==> config.mk <==
export PLATFORM = sky130hd
export DESIGN_NAME = ptwTop
export DESIGN_NICKNAME = d
export VERILOG_FILES = /design/src/common/ptwPkg.sv /design/src/walker/pteCheck.sv /design/src/walker/pageWalker.sv /design/src/missSelect.sv /design/src/apbReadMaster.sv /design/src/ptwTop.sv
export SDC_FILE = /design/constraint.sdc
export NUM_CORES = 1
export LEC_CHECK = 0
export ABC_AREA = 1
export BUFFER_PORTS_ARGS = -buffer_cell sky130_fd_sc_hd__buf_2
export CAP_MARGIN = 20
export CORE_MARGIN = 4
export CORE_UTILIZATION = 25
export CTS_BUF_LIST = sky130_fd_sc_hd__clkbuf_8
export DETAILED_ROUTE_END_ITERATION = 12
export GPL_TIMING_DRIVEN = 0
export PLACE_DENSITY = 0.44
export REMOVE_ABC_BUFFERS = 1
export SYNTH_ARGS = -nofsm -noshare
export SYNTH_HDL_FRONTEND = slang
export SYNTH_SLANG_ARGS = --single-unit
==> constraint.sdc <==
create_clock -name clk -period 4.2 [get_ports clk]
set_input_delay 1.26 -clock clk [delete_from_list [all_inputs] [get_ports clk]]
set_output_delay 1.26 -clock clk [all_outputs]
set_load 0.01 [all_outputs]
==> src/common/ptwPkg.sv <==
//////////////////////////////
// shared types for the Sv32 page table walker
// widths are fixed by Sv32, there is no satp mode field
// physical addresses are 34 bits, PTEs are 32 bits
//////////////////////////////

package ptwPkg;

   //////////////////////////////
   // widths
   //////////////////////////////
   localparam int vaWidth  = 32;   // Sv32 virtual address
   localparam int paWidth  = 34;   // Sv32 physical address
   localparam int ppnWidth = 22;   // physical page number
   localparam int pteWidth = 32;   // one page table entry

   typedef logic [vaWidth-1:0]  vAddr;
   typedef logic [paWidth-1:0]  pAddr;
   typedef logic [ppnWidth-1:0] ppnT;
   typedef logic [pteWidth-1:0] pteWord;

   //////////////////////////////
   // PTE bit positions
   //////////////////////////////
   localparam int pteV = 0;        // valid
   localparam int pteR = 1;        // readable
   localparam int pteW = 2;        // writable
   localparam int pteX = 3;        // executable
   localparam int pteU = 4;        // user page
   localparam int pteG = 5;        // global mapping
   localparam int pteA = 6;        // accessed
   localparam int pteD = 7;        // dirty
   localparam int ppnHi  = 31;     // full PPN field
   localparam int ppnLo  = 10;
   localparam int ppn0Hi = 19;     // PPN0, must be zero in a megapage leaf
   localparam int ppn0Lo = 10;

   //////////////////////////////
   // enums
   //////////////////////////////
   typedef enum logic {kiloPage, megaPage} pageKind;

   typedef enum logic [1:0] {instrPage, loadPage, storePage, accessErr} faultKind;

   // walker FSM, kept here so waveforms decode the state by name
   typedef enum logic [2:0] {
      idle, l1Read, l1Check, l0Read, l0Check, leafOut, faultOut
   } walkState;

   //////////////////////////////
   // structs
   //////////////////////////////
   typedef struct packed {
      vAddr va;                    // address that missed
      logic isData;                // 1 = data TLB, 0 = instruction TLB
      logic isStore;               // only meaningful with isData
   } walkReq;

   typedef struct packed {
      pteWord  pte;                // leaf entry as read from memory
      pageKind kind;
      logic    toData;             // steers the write to the data TLB
   } walkResult;

   typedef struct packed {
      pAddr addr;
      logic valid;                 // single cycle request strobe
   } apbRead;

   typedef struct packed {
      logic valid;                 // V set and not W without R
      logic leaf;                  // any of R, W, X
      logic misaligned;            // megapage with nonzero PPN0
      logic adFault;               // A clear, or store with D clear
   } pteFlags;

endpackage

==> src/walker/pteCheck.sv <==
//////////////////////////////
// combinational decode of one Sv32 PTE
// no privilege checks, U and SUM are not looked at
//////////////////////////////

`timescale 1ns/10ps

module pteCheck (
   input  ptwPkg::pteWord  pte,
   input  logic            firstLevel,   // entry came from the level 1 table
   input  logic            isStore,
   output ptwPkg::pteFlags flags
);

   logic permR, permW, permX;      // unswizzled permission bits
   logic bitA, bitD;
   logic ppn0Set;

   assign permR = pte[ptwPkg::pteR];
   assign permW = pte[ptwPkg::pteW];
   assign permX = pte[ptwPkg::pteX];
   assign bitA  = pte[ptwPkg::pteA];
   assign bitD  = pte[ptwPkg::pteD];

   // a megapage has to start on a 4 MiB boundary
   assign ppn0Set = |pte[ptwPkg::ppn0Hi:ptwPkg::ppn0Lo];

   always_comb begin
      // W without R is reserved, treat it as not valid
      flags.valid      = pte[ptwPkg::pteV] & ~(permW & ~permR);
      flags.leaf       = permR | permW | permX;       // pointer entries have RWX = 0
      flags.misaligned = firstLevel & ppn0Set;
      // no hardware A/D update, so a missing bit is a fault
      flags.adFault    = ~bitA | (isStore & ~bitD);
   end

endmodule

==> src/walker/pageWalker.sv <==
//////////////////////////////
// Sv32 walk FSM over at most two levels
// A and D are never written back so a missing bit faults
// one walk in flight and one read outstanding
// rdErr at any level gives accessErr
//////////////////////////////

`timescale 1ns/10ps

module pageWalker (
   input  logic              clk,
   input  logic              arstN,
   input  ptwPkg::ppnT       rootPpn,
   input  logic              reqValid,
   input  ptwPkg::walkReq    req,
   output logic              walkDone,
   output ptwPkg::apbRead    rd,
   input  logic              rdDone,
   input  ptwPkg::pteWord    rdData,
   input  logic              rdErr,
   output logic              tlbWrite,
   output ptwPkg::walkResult result,
   output logic              pageFault,
   output ptwPkg::faultKind  fault,
   output logic              busy
);

   ptwPkg::walkState state, stateNext;
   ptwPkg::pteWord   pteQ;         // last fetched entry
   ptwPkg::pageKind  kindQ;
   ptwPkg::faultKind faultQ;
   ptwPkg::faultKind reqFault;     // page fault kind for this request
   ptwPkg::pteFlags  flags;
   ptwPkg::pAddr     l1Addr, l0Addr;
   logic             issuedQ;      // read of the current state already sent
   logic             readState;
   logic             l1Leaf, l1Descend, l0Leaf;

   assign readState  = (state == ptwPkg::l1Read) || (state == ptwPkg::l0Read);

   //////////////////////////////
   // PTE check
   //////////////////////////////
   pteCheck pteCheck_inst (
      .pte        (pteQ),
      .firstLevel (state == ptwPkg::l1Check),
      .isStore    (req.isStore),
      .flags      (flags)
   );

   assign l1Leaf    = flags.valid & flags.leaf & ~flags.misaligned & ~flags.adFault;
   assign l1Descend = flags.valid & ~flags.leaf;          // pointer to level 0
   assign l0Leaf    = flags.valid & flags.leaf & ~flags.adFault;

   always_comb begin
      if (!req.isData)      reqFault = ptwPkg::instrPage;
      else if (req.isStore) reqFault = ptwPkg::storePage;
      else                  reqFault = ptwPkg::loadPage;
   end

   //////////////////////////////
   // state machine
   //////////////////////////////
   always_comb begin
      stateNext = state;
      case (state)
         ptwPkg::idle: if (reqValid) stateNext = ptwPkg::l1Read;
         ptwPkg::l1Read, ptwPkg::l0Read: begin
            if (rdDone) begin
               if (rdErr)                          stateNext = ptwPkg::faultOut;
               else if (state == ptwPkg::l1Read)   stateNext = ptwPkg::l1Check;
               else                                stateNext = ptwPkg::l0Check;
            end
         end
         ptwPkg::l1Check: begin
            if (l1Leaf)         stateNext = ptwPkg::leafOut;     // megapage
            else if (l1Descend) stateNext = ptwPkg::l0Read;
            else                stateNext = ptwPkg::faultOut;
         end
         ptwPkg::l0Check: stateNext = l0Leaf ? ptwPkg::leafOut : ptwPkg::faultOut;
         ptwPkg::leafOut, ptwPkg::faultOut: stateNext = ptwPkg::idle;
         default: stateNext = ptwPkg::idle;
      endcase
   end

   always_ff @(posedge clk or negedge arstN) begin
      if (!arstN) begin
         state   <= ptwPkg::idle;
         issuedQ <= 1'b0;
      end else begin
         state <= stateNext;
         if (rdDone)        issuedQ <= 1'b0;
         else if (rd.valid) issuedQ <= 1'b1;
      end
   end

   // entry, page size and fault kind load only on their events
   always_ff @(posedge clk) begin
      if (readState && rdDone) pteQ <= rdData;
      if (stateNext == ptwPkg::leafOut)
         kindQ <= (state == ptwPkg::l1Check) ? ptwPkg::megaPage : ptwPkg::kiloPage;
      if (stateNext == ptwPkg::faultOut)
         faultQ <= readState ? ptwPkg::accessErr : reqFault;   // bus error wins
   end

   //////////////////////////////
   // read address and outputs
   //////////////////////////////
   assign l1Addr = {rootPpn, req.va[31:22], 2'b00};                        // VPN1
   assign l0Addr = {pteQ[ptwPkg::ppnHi:ptwPkg::ppnLo], req.va[21:12], 2'b00}; // VPN0

   always_comb begin
      rd.valid = readState & ~issuedQ;    // first cycle of a read state
      rd.addr  = (state == ptwPkg::l1Read) ? l1Addr : l0Addr;
   end

   always_comb begin
      result.pte    = pteQ;
      result.kind   = kindQ;
      result.toData = req.isData;
   end

   assign tlbWrite  = (state == ptwPkg::leafOut);
   assign pageFault = (state == ptwPkg::faultOut);
   assign fault     = faultQ;
   assign walkDone  = tlbWrite | pageFault;
   assign busy      = (state != ptwPkg::idle);

   // each read request is a single cycle strobe
   a_rdPulse: assert property (@(posedge clk) disable iff (!arstN)
      rd.valid |=> !rd.valid);
   // an answer only goes out for a request the selector still holds
   a_answerHeld: assert property (@(posedge clk) disable iff (!arstN)
      walkDone |-> reqValid);
   // read data only comes back for a read that was sent
   a_doneIssued: assert property (@(posedge clk) disable iff (!arstN)
      rdDone |-> (readState && issuedQ));

endmodule

==> src/missSelect.sv <==
//////////////////////////////
// picks one TLB miss and holds it for the walk
// misses are level signals held until the answer pulse
// data misses win over instruction misses
//////////////////////////////

`timescale 1ns/10ps

module missSelect (
   input  logic           clk,
   input  logic           arstN,
   input  logic           iMiss,
   input  ptwPkg::vAddr   iVa,
   input  logic           dMiss,
   input  ptwPkg::vAddr   dVa,
   input  logic           dStore,
   input  logic           walkDone,   // answer pulse from the walker
   output logic           reqValid,
   output ptwPkg::walkReq req
);

   logic           pending;           // a captured request is being walked
   logic           capture;
   ptwPkg::walkReq reqQ;

   // sample only while nothing is held and not in the walkDone cycle
   assign capture = ~pending & ~walkDone & (iMiss | dMiss);

   always_ff @(posedge clk or negedge arstN) begin
      if (!arstN) begin
         pending <= 1'b0;
      end else if (walkDone) begin
         pending <= 1'b0;             // requester drops its miss next
      end else if (capture) begin
         pending <= 1'b1;
      end
   end

   // payload loads only on capture
   always_ff @(posedge clk) begin
      if (capture) begin
         reqQ.va      <= dMiss ? dVa : iVa;    // data priority
         reqQ.isData  <= dMiss;
         reqQ.isStore <= dMiss & dStore;
      end
   end

   assign reqValid = pending;
   assign req      = reqQ;

   // requester keeps its miss up until the answer pulse
   a_missHeld: assert property (@(posedge clk) disable iff (!arstN)
      (reqValid && !walkDone) |-> (req.isData ? dMiss : iMiss));

endmodule

==> src/apbReadMaster.sv <==
//////////////////////////////
// APB requester, read only
// one read at a time and requests are dropped while busy
// read data and error come back one cycle after pready
//////////////////////////////

`timescale 1ns/10ps

module apbReadMaster (
   input  logic           clk,
   input  logic           arstN,
   input  ptwPkg::apbRead rd,
   output logic           rdDone,
   output ptwPkg::pteWord rdData,
   output logic           rdErr,
   output ptwPkg::pAddr   paddr,
   output logic           psel,
   output logic           penable,
   output logic           pwrite,
   input  ptwPkg::pteWord prdata,
   input  logic           pready,
   input  logic           pslverr
);

   typedef enum logic [1:0] {phIdle, phSetup, phAccess} apbPhase;

   apbPhase phase;
   logic    accept;            // request taken this cycle
   logic    finish;            // access phase completes this cycle

   assign accept = rd.valid & (phase == phIdle);
   assign finish = (phase == phAccess) & pready;

   always_ff @(posedge clk or negedge arstN) begin
      if (!arstN) begin
         phase  <= phIdle;
         rdDone <= 1'b0;
      end else begin
         rdDone <= finish;                          // single cycle pulse
         case (phase)
            phIdle:   if (accept) phase <= phSetup;
            phSetup:  phase <= phAccess;            // setup is always 1 cycle
            phAccess: if (pready) phase <= phIdle;  // wait states hold here
            default:  phase <= phIdle;
         endcase
      end
   end

   // address held from request to end of access
   always_ff @(posedge clk) begin
      if (accept) paddr <= rd.addr;
      if (finish) begin
         rdData <= prdata;
         rdErr  <= pslverr;     // pslverr only counts with pready
      end
   end

   assign psel    = (phase != phIdle);
   assign penable = (phase == phAccess);
   assign pwrite  = 1'b0;       // walker never writes PTEs

   // the walker sends no read while one is outstanding
   a_noOverlap: assert property (@(posedge clk) disable iff (!arstN)
      rd.valid |-> (phase == phIdle));

endmodule

==> src/ptwTop.sv <==
//////////////////////////////
// Sv32 page table walker top level
// TLB side uses level-held misses, memory side is APB
//////////////////////////////

`timescale 1ns/10ps

module ptwTop (
   input  logic              clk,
   input  logic              arstN,
   input  ptwPkg::ppnT       rootPpn,      // satp.PPN only
   // TLB side
   input  logic              iMiss,
   input  ptwPkg::vAddr      iVa,
   input  logic              dMiss,
   input  ptwPkg::vAddr      dVa,
   input  logic              dStore,
   output logic              tlbWrite,
   output ptwPkg::walkResult result,
   output logic              pageFault,
   output ptwPkg::faultKind  fault,
   output logic              busy,
   // APB requester
   output ptwPkg::pAddr      paddr,
   output logic              psel,
   output logic              penable,
   output logic              pwrite,
   input  ptwPkg::pteWord    prdata,
   input  logic              pready,
   input  logic              pslverr
);

   logic           reqValid;
   ptwPkg::walkReq req;
   logic           walkDone;
   ptwPkg::apbRead rd;
   logic           rdDone;
   ptwPkg::pteWord rdData;
   logic           rdErr;

   missSelect missSelect_inst (
      .clk      (clk),
      .arstN    (arstN),
      .iMiss    (iMiss),
      .iVa      (iVa),
      .dMiss    (dMiss),
      .dVa      (dVa),
      .dStore   (dStore),
      .walkDone (walkDone),
      .reqValid (reqValid),
      .req      (req)
   );

   pageWalker pageWalker_inst (
      .clk       (clk),
      .arstN     (arstN),
      .rootPpn   (rootPpn),
      .reqValid  (reqValid),
      .req       (req),
      .walkDone  (walkDone),
      .rd        (rd),
      .rdDone    (rdDone),
      .rdData    (rdData),
      .rdErr     (rdErr),
      .tlbWrite  (tlbWrite),
      .result    (result),
      .pageFault (pageFault),
      .fault     (fault),
      .busy      (busy)
   );

   apbReadMaster apbReadMaster_inst (
      .clk     (clk),
      .arstN   (arstN),
      .rd      (rd),
      .rdDone  (rdDone),
      .rdData  (rdData),
      .rdErr   (rdErr),
      .paddr   (paddr),
      .psel    (psel),
      .penable (penable),
      .pwrite  (pwrite),
      .prdata  (prdata),
      .pready  (pready),
      .pslverr (pslverr)
   );

endmodule

* Word level (Yosys, flattened, before mapping)
Cells that the tools add are included.
** Operators by class
- Bitwise gates (word level) :: 30
- $add $sub $neg :: 0
- Multiplexer cells :: 20
- $lt $le $gt $ge :: 0
- Shifts and indexed selects :: 0
- Multiply operators :: 0
- Divide/modulo/power cells :: 0
- Reduce and logical (&&, ||, !) cells :: 11
- Eq/ne operators :: 12
** Operators with widths (number)
- 34-bit 2-to-1 mux :: 1
- 32-bit 2-to-1 mux :: 1
- 3-bit 2-to-1 mux :: 6
- 1-bit AND :: 15
- 3-bit == test, second input constant :: 5
- 3-bit case mux with 4 select lines :: 1
- 2-bit 2-to-1 mux :: 5
- 1-bit NOT :: 10
- 10-bit OR reduction :: 1
- 3-bit by 2-bit == test with 1-bit output, second input constant :: 2
- 2-bit case mux with 3 select lines :: 1
- 2-bit nonzero test :: 3
- 1-bit 2-to-1 mux :: 5
- 1-bit OR :: 5
- 2-bit by 1-bit != test with 1-bit output, second input constant :: 2
- 3-bit by 1-bit == test with 1-bit output, second input constant :: 1
- 3-bit logical NOT :: 1
- 3-bit nonzero test :: 1
- 2-bit by 1-bit == test with 1-bit output, second input constant :: 1
- 2-bit == test, second input constant :: 1
- 2-bit logical NOT :: 1
- 2-bit AND reduction :: 1
- 2-bit OR reduction :: 1
- 1-bit logical AND :: 1
- 1-bit logical OR :: 1
** Storage, ports and cells
- Memory bits (read-only) :: 0
- Input bits :: 125
- Memories kept :: 0
- Register bits after elaboration :: 144
- RAM bits :: 0
- Latch bits :: 0

* Logic depth before layout (Yosys ltp)
Gate-level depths: netlist of run 1.
- Depth in word-level cells :: 10
- Depth in mapped cells :: 9
- Mapped depth without buffers :: 9

* Modules after synthesis
A second synthesis of run 1 with hierarchy kept.
** Second synthesis, totals
- Cell total of the unflattened synthesis :: 384
- Area total of the unflattened synthesis :: 5751.8 um2
** By module, submodules not included
- apbReadMaster :: seq. area each 2087.0 um2, cells each 85, instances 1, area an instance 2150.8 um2
- pageWalker :: seq. area each 1151.1 um2, cells each 136, instances 1, area an instance 1938.1 um2
- missSelect :: seq. area each 1046.0 um2, cells each 147, instances 1, area an instance 1596.5 um2
- pteCheck :: seq. area each 0.0 um2, cells each 16, instances 1, area an instance 66.3 um2

* Least setup slack after synthesis of run 1
Ideal clock, no wire load.
- Kind :: input to register
- From :: input pready
- To :: register apbReadMaster_inst.rdData[0], enable pin
- Stages on the path :: 2
- Buffers on the path :: 0
- Path slack :: 0.131 ns
- Setup time :: 0.466 ns
- Arrival time :: 3.603 ns
- Path through :: inv_1 -> nor3_1
** Between the ends
- Longest elaborated chain between the ends :: 1
** Ends and longest elaborated chain
- from (decl) :: line ptwTop.sv:29 : input logic pready,
- 1-bit AND :: line apbReadMaster.sv:32 : assign finish = (phase == phAccess) & pready;
- via apbReadMaster_inst.finish :: line apbReadMaster.sv:29 : logic finish;
- to (signal assigned) :: line apbReadMaster.sv:53 : rdData <= prdata;
- to (decl) :: line apbReadMaster.sv:14 : output ptwPkg::pteWord rdData,
The timed path passes the listed nets, and every way through them passes these cells.
A chain may end at the register's enable or synchronous reset.

* Worst setup path in the final report of run 1
- From :: register pageWalker_inst.state[1]
- To :: output tlbWrite
** Between the ends
- Longest elaborated chain between the ends :: 1
** Ends and longest elaborated chain
- from (decl) :: line pageWalker.sv:28 : ptwPkg::walkState state, stateNext;
- from (signal assigned) :: line pageWalker.sv:88 : state <= ptwPkg::idle;
- from (signal assigned) :: line pageWalker.sv:91 : state <= stateNext;
- 3-bit == test :: line pageWalker.sv:123 : assign tlbWrite = (state == ptwPkg::leafOut);
- to (decl) :: line ptwTop.sv:18 : output logic tlbWrite,
No other way between the ends.

==> run_results.csv, run 1 <==
group,metric,value,unit
outcome,status,"completed",
yosys,yosysSeqAreaShare,76.8,%
cells_and_area,final_cell_area,6590,sq um
placed_design,post-place-ws,1.05,ns
sta,fmax,369,MHz
yosys,yosys.area.top_type,"edfxtp_1",
setup_path,endpoint_kind,"output port",
setup_path,crit_fanout,5,
clock_tree,cts_max_level,4,
sta,relSlewSlack,42.7,%
sta,final-hold-violation-count,0,
yosys,yosysWarnings,0,
clock_tree,numCtsBuffers,17,
yosys,synth_cell_types,24,
cells_and_area,fin_nets,588,
die,core_area,19700,sq um
routing,ant_nets,0,
grt,grtUsageTotal,9.69,%
cells_and_area,syn2layout_area_growth,30.9,%
die,rows,51,
grt,antenna_found_initial,0,
yosys,synth_area_leaders,"edfxtp_1 73%, mux2_4 9.0%, mux2_2 4.9%",
clock_tree,clkLatencyLatePin,0.43,ns
sta,worst_slew_pin_slew,0.855,ns
power_and_ir_drop,ir_drop,0.342,mV
yosys,synth_top_cell_area_share,72.8,%
grt,grt_pass1_wl,16300,microns
sta,period_needed,2.71,ns
cells_and_area,fillCellCount,1990,
clock_tree,post_cts_resized,0,
clock_tree,postCtsSetupBuffers,0,
clock_tree,cts_tree,"yes",
sta,slew_violations,0,
hold_path,hold_path_class,"reg -> reg",
clock_tree,path_clk_slew,0.07,ns
placed_design,hpwl,8140,microns
placed_design,place_area,6250,sq um
die,dieArea,22500,sq um
placed_design,gp_congestion,0.724,
yosys,syn_avg_cell_area,18.6,sq um
die,die_x,150,microns
power_and_ir_drop,cellLeakagePower,2.66,nW
routing,routed_via_density,3.85,
routing,detail_route.wl_per_cell,14.4,microns
clock_tree,root_buffer,"clkbuf_8",
setup_path,cp-start-kind,"flip-flop",
power_and_ir_drop,powerDensity,570,nW/um^2
routing,routed_wl,10700,microns
die,ios,201,
sta,setup_viol_count_final,0,
clock_tree,clkSinkCount,130,
yosys,synthCells,271,
cells_and_area,multi_input_comb_area,1030,sq um
sta,fin_skew,0.0128,ns
run,drv_cap,0,
die,start_util,25.6,%
clock_tree,clk_path_buf_depth,2,
grt,gr-total-overflow,0,
setup_path,crit_arrival,1.45,ns
routing,drt_iter0_drc,158,
routing,dr.pass1.iters,4,
grt,grt_max_degree,33,
cells_and_area,drive_above_1_share,56.3,%
routing,vias,2853,
sta,hold_ws,0.412,ns
cells_and_area,seqCellArea,3860,sq um
die,die_h,150,microns
sta,period_share,64.5,%
clock_tree,ctsHoldBuffers,0,
setup_path,path_class,"reg -> out",
grt,grt_pass1_vias,3059,
setup_path,crit_required,2.94,ns
cells_and_area,antennaDiodeCount,0,
cells_and_area,final_common_cell,"buf_2",
yosys,synth-seq-cells,130,
yosys,syn-cell-area,5030,sq um
sta,fin_ws,1.49,ns
placed_design,port_buffers,173,
routing,drc,0,
sta,rsz0062_at_grt,"no",
cells_and_area,layout_common_cells,"173 x buf_2, 122 x edfxtp_1, 30 x mux2_4",
cells by family after synthesis:
kind of cell / after synthesis / synth area share, %
flops: 130 / 76.8
mux: 52 / 13.9
simple gates: 51 / 4.55
buf+inv: 26 / 3.43
compound gates: 11 / 1.29
other cells: 1 / 0.0745
worst max-delay path, stage by stage, from the launching register on:
cell	delay, ns
dfrtp_1	0.40
inv_2	0.15
nand2_1	0.12
nor2_1	0.18
buf_2	0.17
cell type report:
| cell class | instances | area share, % |
|---|---|---|
| clock buffer | 17 | 3.55 |
| clock inverter | 15 | 1.60 |
| inverter | 16 | 0.988 |
| multi-input combinational | 117 | 15.6 |
| sequential | 130 | 58.7 |
| tap | 265 | 5.03 |
| timing repair buffer | 181 | 14.6 |
final timing paths:
path	start	endpoint	slack, ns	cells after the start
setup / recovery	pageWalker_inst.state[1]$_DFF_PN0_	tlbWrite	1.49	4
hold / removal	apbReadMaster_inst.rdData[27]$_DFFE_PP_	pageWalker_inst.pteQ[27]$_DFFE_PP_	0.41	0
setup reg to reg	pageWalker_inst.state[1]$_DFF_PN0_	missSelect_inst.req[25]$_DFFE_PP_	2.27	5
hold reg to reg	apbReadMaster_inst.rdData[27]$_DFFE_PP_	pageWalker_inst.pteQ[27]$_DFFE_PP_	0.41	0
max in group asynchronous	arstN	apbReadMaster_inst.rdDone$_DFF_PN0_	3.35	1
min in group asynchronous	arstN	pageWalker_inst.state[2]$_DFF_PN0_	0.67	1
per-layer routing:
metal / global-route usage [%] / wire, microns / vias to the layer above / part of all wire, %
met5: 0 / 0 / - / 0
met4: 3.84 / 185 / 0 / 1.7
met3: 3.51 / 790 / 10 / 7.4
met2: 16.2 / 5430 / 99 / 51
met1: 11.3 / 4280 / 1356 / 40
li1: - / - / 1388 / -
Yosys cell counts, drive strengths merged:
cell type,n
edfxtp,122
mux2,52
nand2,24
inv,16
nor2,16
buf,10
dfrtp,8
nand3,6
nor3,5
o21ai,4
a21oi,3
a21boi,1
conb,1
o21a,1
o21bai,1
o31ai,1
through the flow:
| step | util (%) | std cells | TNS, ns | total power, mW |
|---|---|---|---|---|
| 2_1_floorplan | - | 263 | 0 | 2.53 |
| 3_3_place_gp | 31.2 | 701 | -77.36 | 2.84 |
| 3_5_place_dp | 31.8 | 709 | 0 | 2.89 |
| 4_1_cts | 33.5 | 741 | 0 | 3.83 |
| 5_1_grt | 33.5 | 741 | 0 | 3.98 |
| 6_report | 33.5 | 741 | 0 | 3.75 |
power breakdown:
| part | total [mW] | internal [mW] | switching [mW] |
|---|---|---|---|
| logic | 1.05 | 0.492 | 0.554 |
| registers | 1.79 | 1.72 | 0.0679 |
| clock network | 0.918 | 0.451 | 0.468 |
flip-flops by register name, indices dropped and copies added, names as in the netlist:
signal and flops:
apbReadMaster_inst.paddr 32, pageWalker_inst.kindQ 1, missSelect_inst.reqValid 1, apbReadMaster_inst.rdDone 1, apbReadMaster_inst.phase 2, apbReadMaster_inst.rdErr 1
pageWalker_inst.issuedQ 1, apbReadMaster_inst.rdData 32, pageWalker_inst.state 3, pageWalker_inst.pteQ 32, pageWalker_inst.fault 2, missSelect_inst.req 22
Note: power is estimated with default switching activity, not from simulation.
==> run 2, diff against run 1 <==
--- a/config.mk
+++ b/config.mk
@@ -5,7 +5,7 @@
 export SDC_FILE = /design/constraint.sdc
 export NUM_CORES = 1
 export LEC_CHECK = 0
-export ABC_AREA = 1
+export ABC_AREA = 0
 export BUFFER_PORTS_ARGS = -buffer_cell sky130_fd_sc_hd__buf_2
 export CAP_MARGIN = 20
 export CORE_MARGIN = 4
@@ -13,7 +13,7 @@
 export CTS_BUF_LIST = sky130_fd_sc_hd__clkbuf_8
 export DETAILED_ROUTE_END_ITERATION = 12
 export GPL_TIMING_DRIVEN = 0
-export PLACE_DENSITY = 0.44
+export PLACE_DENSITY = 0.46
 export REMOVE_ABC_BUFFERS = 1
 export SYNTH_ARGS = -nofsm -noshare
 export SYNTH_HDL_FRONTEND = slang
==> constraint.sdc (replaced) <==
create_clock -name clk -period 2.4 [get_ports clk]
set_input_delay 0.72 -clock clk [delete_from_list [all_inputs] [get_ports clk]]
set_output_delay 0.72 -clock clk [all_outputs]
set_load 0.01 [all_outputs]
==> run_results.csv, run 2 <==
group,metric,value,unit
routing,dr.pass1.iters,4,
clock_tree,clkLatencyLatePin,0.43,ns
clock_tree,numCtsBuffers,17,
hold_path,hold_path_class,"in -> async",
power_and_ir_drop,ir_drop,0.490,mV
sta,fin_skew,0.00782,ns
cells_and_area,layout_common_cells,"173 x buf_2, 122 x edfxtp_1, 50 x mux2_2",
routing,drc,0,
sta,final-hold-violation-count,0,
yosys,syn_avg_cell_area,19.6,sq um
routing,vias,2861,
sta,setup_viol_count_final,0,
setup_path,crit_arrival,1.53,ns
yosys,yosys.area_share.adder,0,%
setup_path,critPathMaxStageDelay,0.48,ns
clock_tree,clkSinkCount,130,
yosys,synth-simple-area-share,4.62,%
clock_tree,post_cts_resized,1,
setup_path,crit_fanout,8,
yosys,yosysSeqAreaShare,78.9,%
setup_path,path_class,"reg -> out",
sta,rsz0062_at_grt,"no",
grt,grt_max_degree,33,
routing,routed.top_layer,"met4",
cells_and_area,fin_util,34.3,%
die,die_x,148,microns
clock_tree,postCtsSetupBuffers,0,
clock_tree,path_clk_slew,0.08,ns
clock_tree,cts_max_level,4,
run,drv_cap,0,
sta,worst_slew_pin_slew,0.761,ns
yosys,synth_enable_flop_cells,122,
outcome,status,"completed",
yosys,yosys.area.top_type,"edfxtp_1",
clock_tree,ctsHoldBuffers,0,
die,core_area,19000,sq um
grt,grt_pass1_vias,3093,
yosys,synth_area_leaders,"edfxtp_1 75%, mux2_2 11%, dfrtp_1 4.1%",
routing,routed_wl,11000,microns
sta,fin_tns_setup,0,ns
placed_design,hpwl,8410,microns
placed_design,post-place-ws,-0.0530,ns
die,ios,201,
sta,fin_ws,0.153,ns
routing,wl_met3,890,microns
yosys,synth-seq-cells,130,
setup_path,endpoint_kind,"output port",
yosys,postSynth.asyncResetShare,6.15,%
setup_path,crit_buf_inv,2,
cells_and_area,final_cell_area,6530,sq um
setup_path,crit_required,1.68,ns
clock_tree,cts_tree,"yes",
yosys,synth_top_family_by_area,"multiplexers",
yosys,synth_top_cell_area_share,74.8,%
sta,fmax,445,MHz
setup_path,critPathSlowestCell,"dfrtp_1",
setup_path,cp-start-kind,"flip-flop",
setup_path,worstPathCellList,"inv_1, nor3b_1, buf_2",
yosys,syn-cell-area,4900,sq um
yosys,synth_compound_area_share,2.09,%
yosys,synthTopCellsByCount,"122 x edfxtp_1, 50 x mux2_2, 8 x dfrtp_1",
yosys,synth_cell_types,37,
sta,period_share,93.6,%
die,dieArea,21900,sq um
power_and_ir_drop,cellLeakagePower,2.48,nW
cells_and_area,antennaDiodeCount,0,
cells_and_area,drive_above_1_share,59.7,%
placed_design,place_area,6130,sq um
cells_and_area,fin_nets,566,
routing,ant_nets,0,
cells_and_area,syn2layout_area_growth,33.3,%
grt,gr-total-overflow,0,
routing,drt_iter0_drc,88,
grt,antenna_found_initial,0,
grt,grtUsageTotal,10.3,%
yosys,yosysMostFrequentCell,"edfxtp_1",
sta,period_needed,2.25,ns
setup_path,startpoint,"pageWalker_inst.state[2]$_DFF_PN0_",
yosys,yosysWarnings,0,
clock_tree,root_buffer,"clkbuf_8",
placed_design,gp_congestion,0.744,
routing,dr_wl_met2,5660,microns
placed_design,port_buffers,173,
routing,routed_via_density,4.01,
yosys,synth_xor_area_share,0,%
die,start_util,25.8,%
sta,slew_violations,0,
grt,grt_pass1_wl,16900,microns
sta,relSlewSlack,49.2,%
yosys,synthMuxAreaShare,12.2,%
yosys,synth-main-ff-cell,"edfxtp_1",
yosys,synthCells,250,
sta,hold_ws,0.127,ns
routing,met1_length,4360,microns
setup_path,critical_path.top_delay_family,"flip-flops",
clock_tree,clk_path_buf_depth,2,
setup_path,timing.rr.start,"pageWalker_inst.state[2]$_DFF_PN0_",
cells_and_area,top_regs,"apbReadMaster_inst.paddr (32), apbReadMaster_inst.rdData (32), pageWalker_inst.pteQ (32)",
die,die_h,148,microns
routing,detail_route.wl_per_cell,15.5,microns
power_and_ir_drop,powerDensity,1030,nW/um^2
cells_and_area,final_common_cell,"buf_2",
die,rows,50,
==> run 2: cell count changes after synthesis, sizes merged, moves of 2 or more <==
cell,delta
and2,+2
inv,-12
nand2,-17
nand2b,+3
nand3,-5
nor2,-9
nor3b,+2
nor4,+2
o2111ai,+2
or2,+2
==> run 2: worst paths after layout <==
| path | endpoint | slack (ns) | cells past startpoint |
|---|---|---|---|
| min | pageWalker_inst.state[1]$_DFF_PN0_ | 0.13 | 1 |
| max reg2reg | apbReadMaster_inst.paddr[21]$_DFFE_PP_ | 0.23 | 5 |
| max | tlbWrite | 0.15 | 3 |
| max in group asynchronous | apbReadMaster_inst.phase[0]$_DFFE_PN0P_ | 2.09 | 1 |
| min reg2reg | pageWalker_inst.pteQ[31]$_DFFE_PP_ | 0.42 | 0 |
| min in group clk | pageWalker_inst.pteQ[31]$_DFFE_PP_ | 0.42 | 0 |
==> run 2: final cells by class <==
cell class / instances / area (sq um)
timing repair buffer: 181 / 981
inverter: 4 / 15.0
fill: 1906 / 12500
tap: 260 / 325
clock inverter: 15 / 159
multi-input combinational: 107 / 955
clock buffer: 17 / 234
sequential: 130 / 3860
==> run 2: metal layers <==
metal  GRT usage, %  vias to the layer above
li1               -                     1355
met1           11.4                     1378
met2           17.7                      119
met3           4.57                        9
met4           3.23                        0
met5              0                        -
==> run 2: logic make-up (layout without fill, tap and decap cells) <==
| family | count (synthesis) | in the layout |
|---|---|---|
| other | 1 | 3 |
| flip-flops | 130 | 130 |
| AO/OA/AOI/OAI | 12 | 12 |
| multiplexers | 53 | 53 |
| AND/OR/NAND/NOR | 39 | 39 |
| buffers and inverters | 15 | 217 |
==> run 2: stage by stage <==
| stage | power [mW] | std cells |
|---|---|---|
| global route | 7.12 | 714 |
| finish | 6.73 | 714 |
| CTS | 6.87 | 714 |
| floorplan | 4.19 | 241 |
| detailed placement | 5.00 | 682 |
| global placement | 4.79 | 674 |
==> run 2: power by group <==
part           internal (mW)  switching [mW]
clock network          0.929           0.894
registers               3.02           0.160
logic                  0.839           0.884
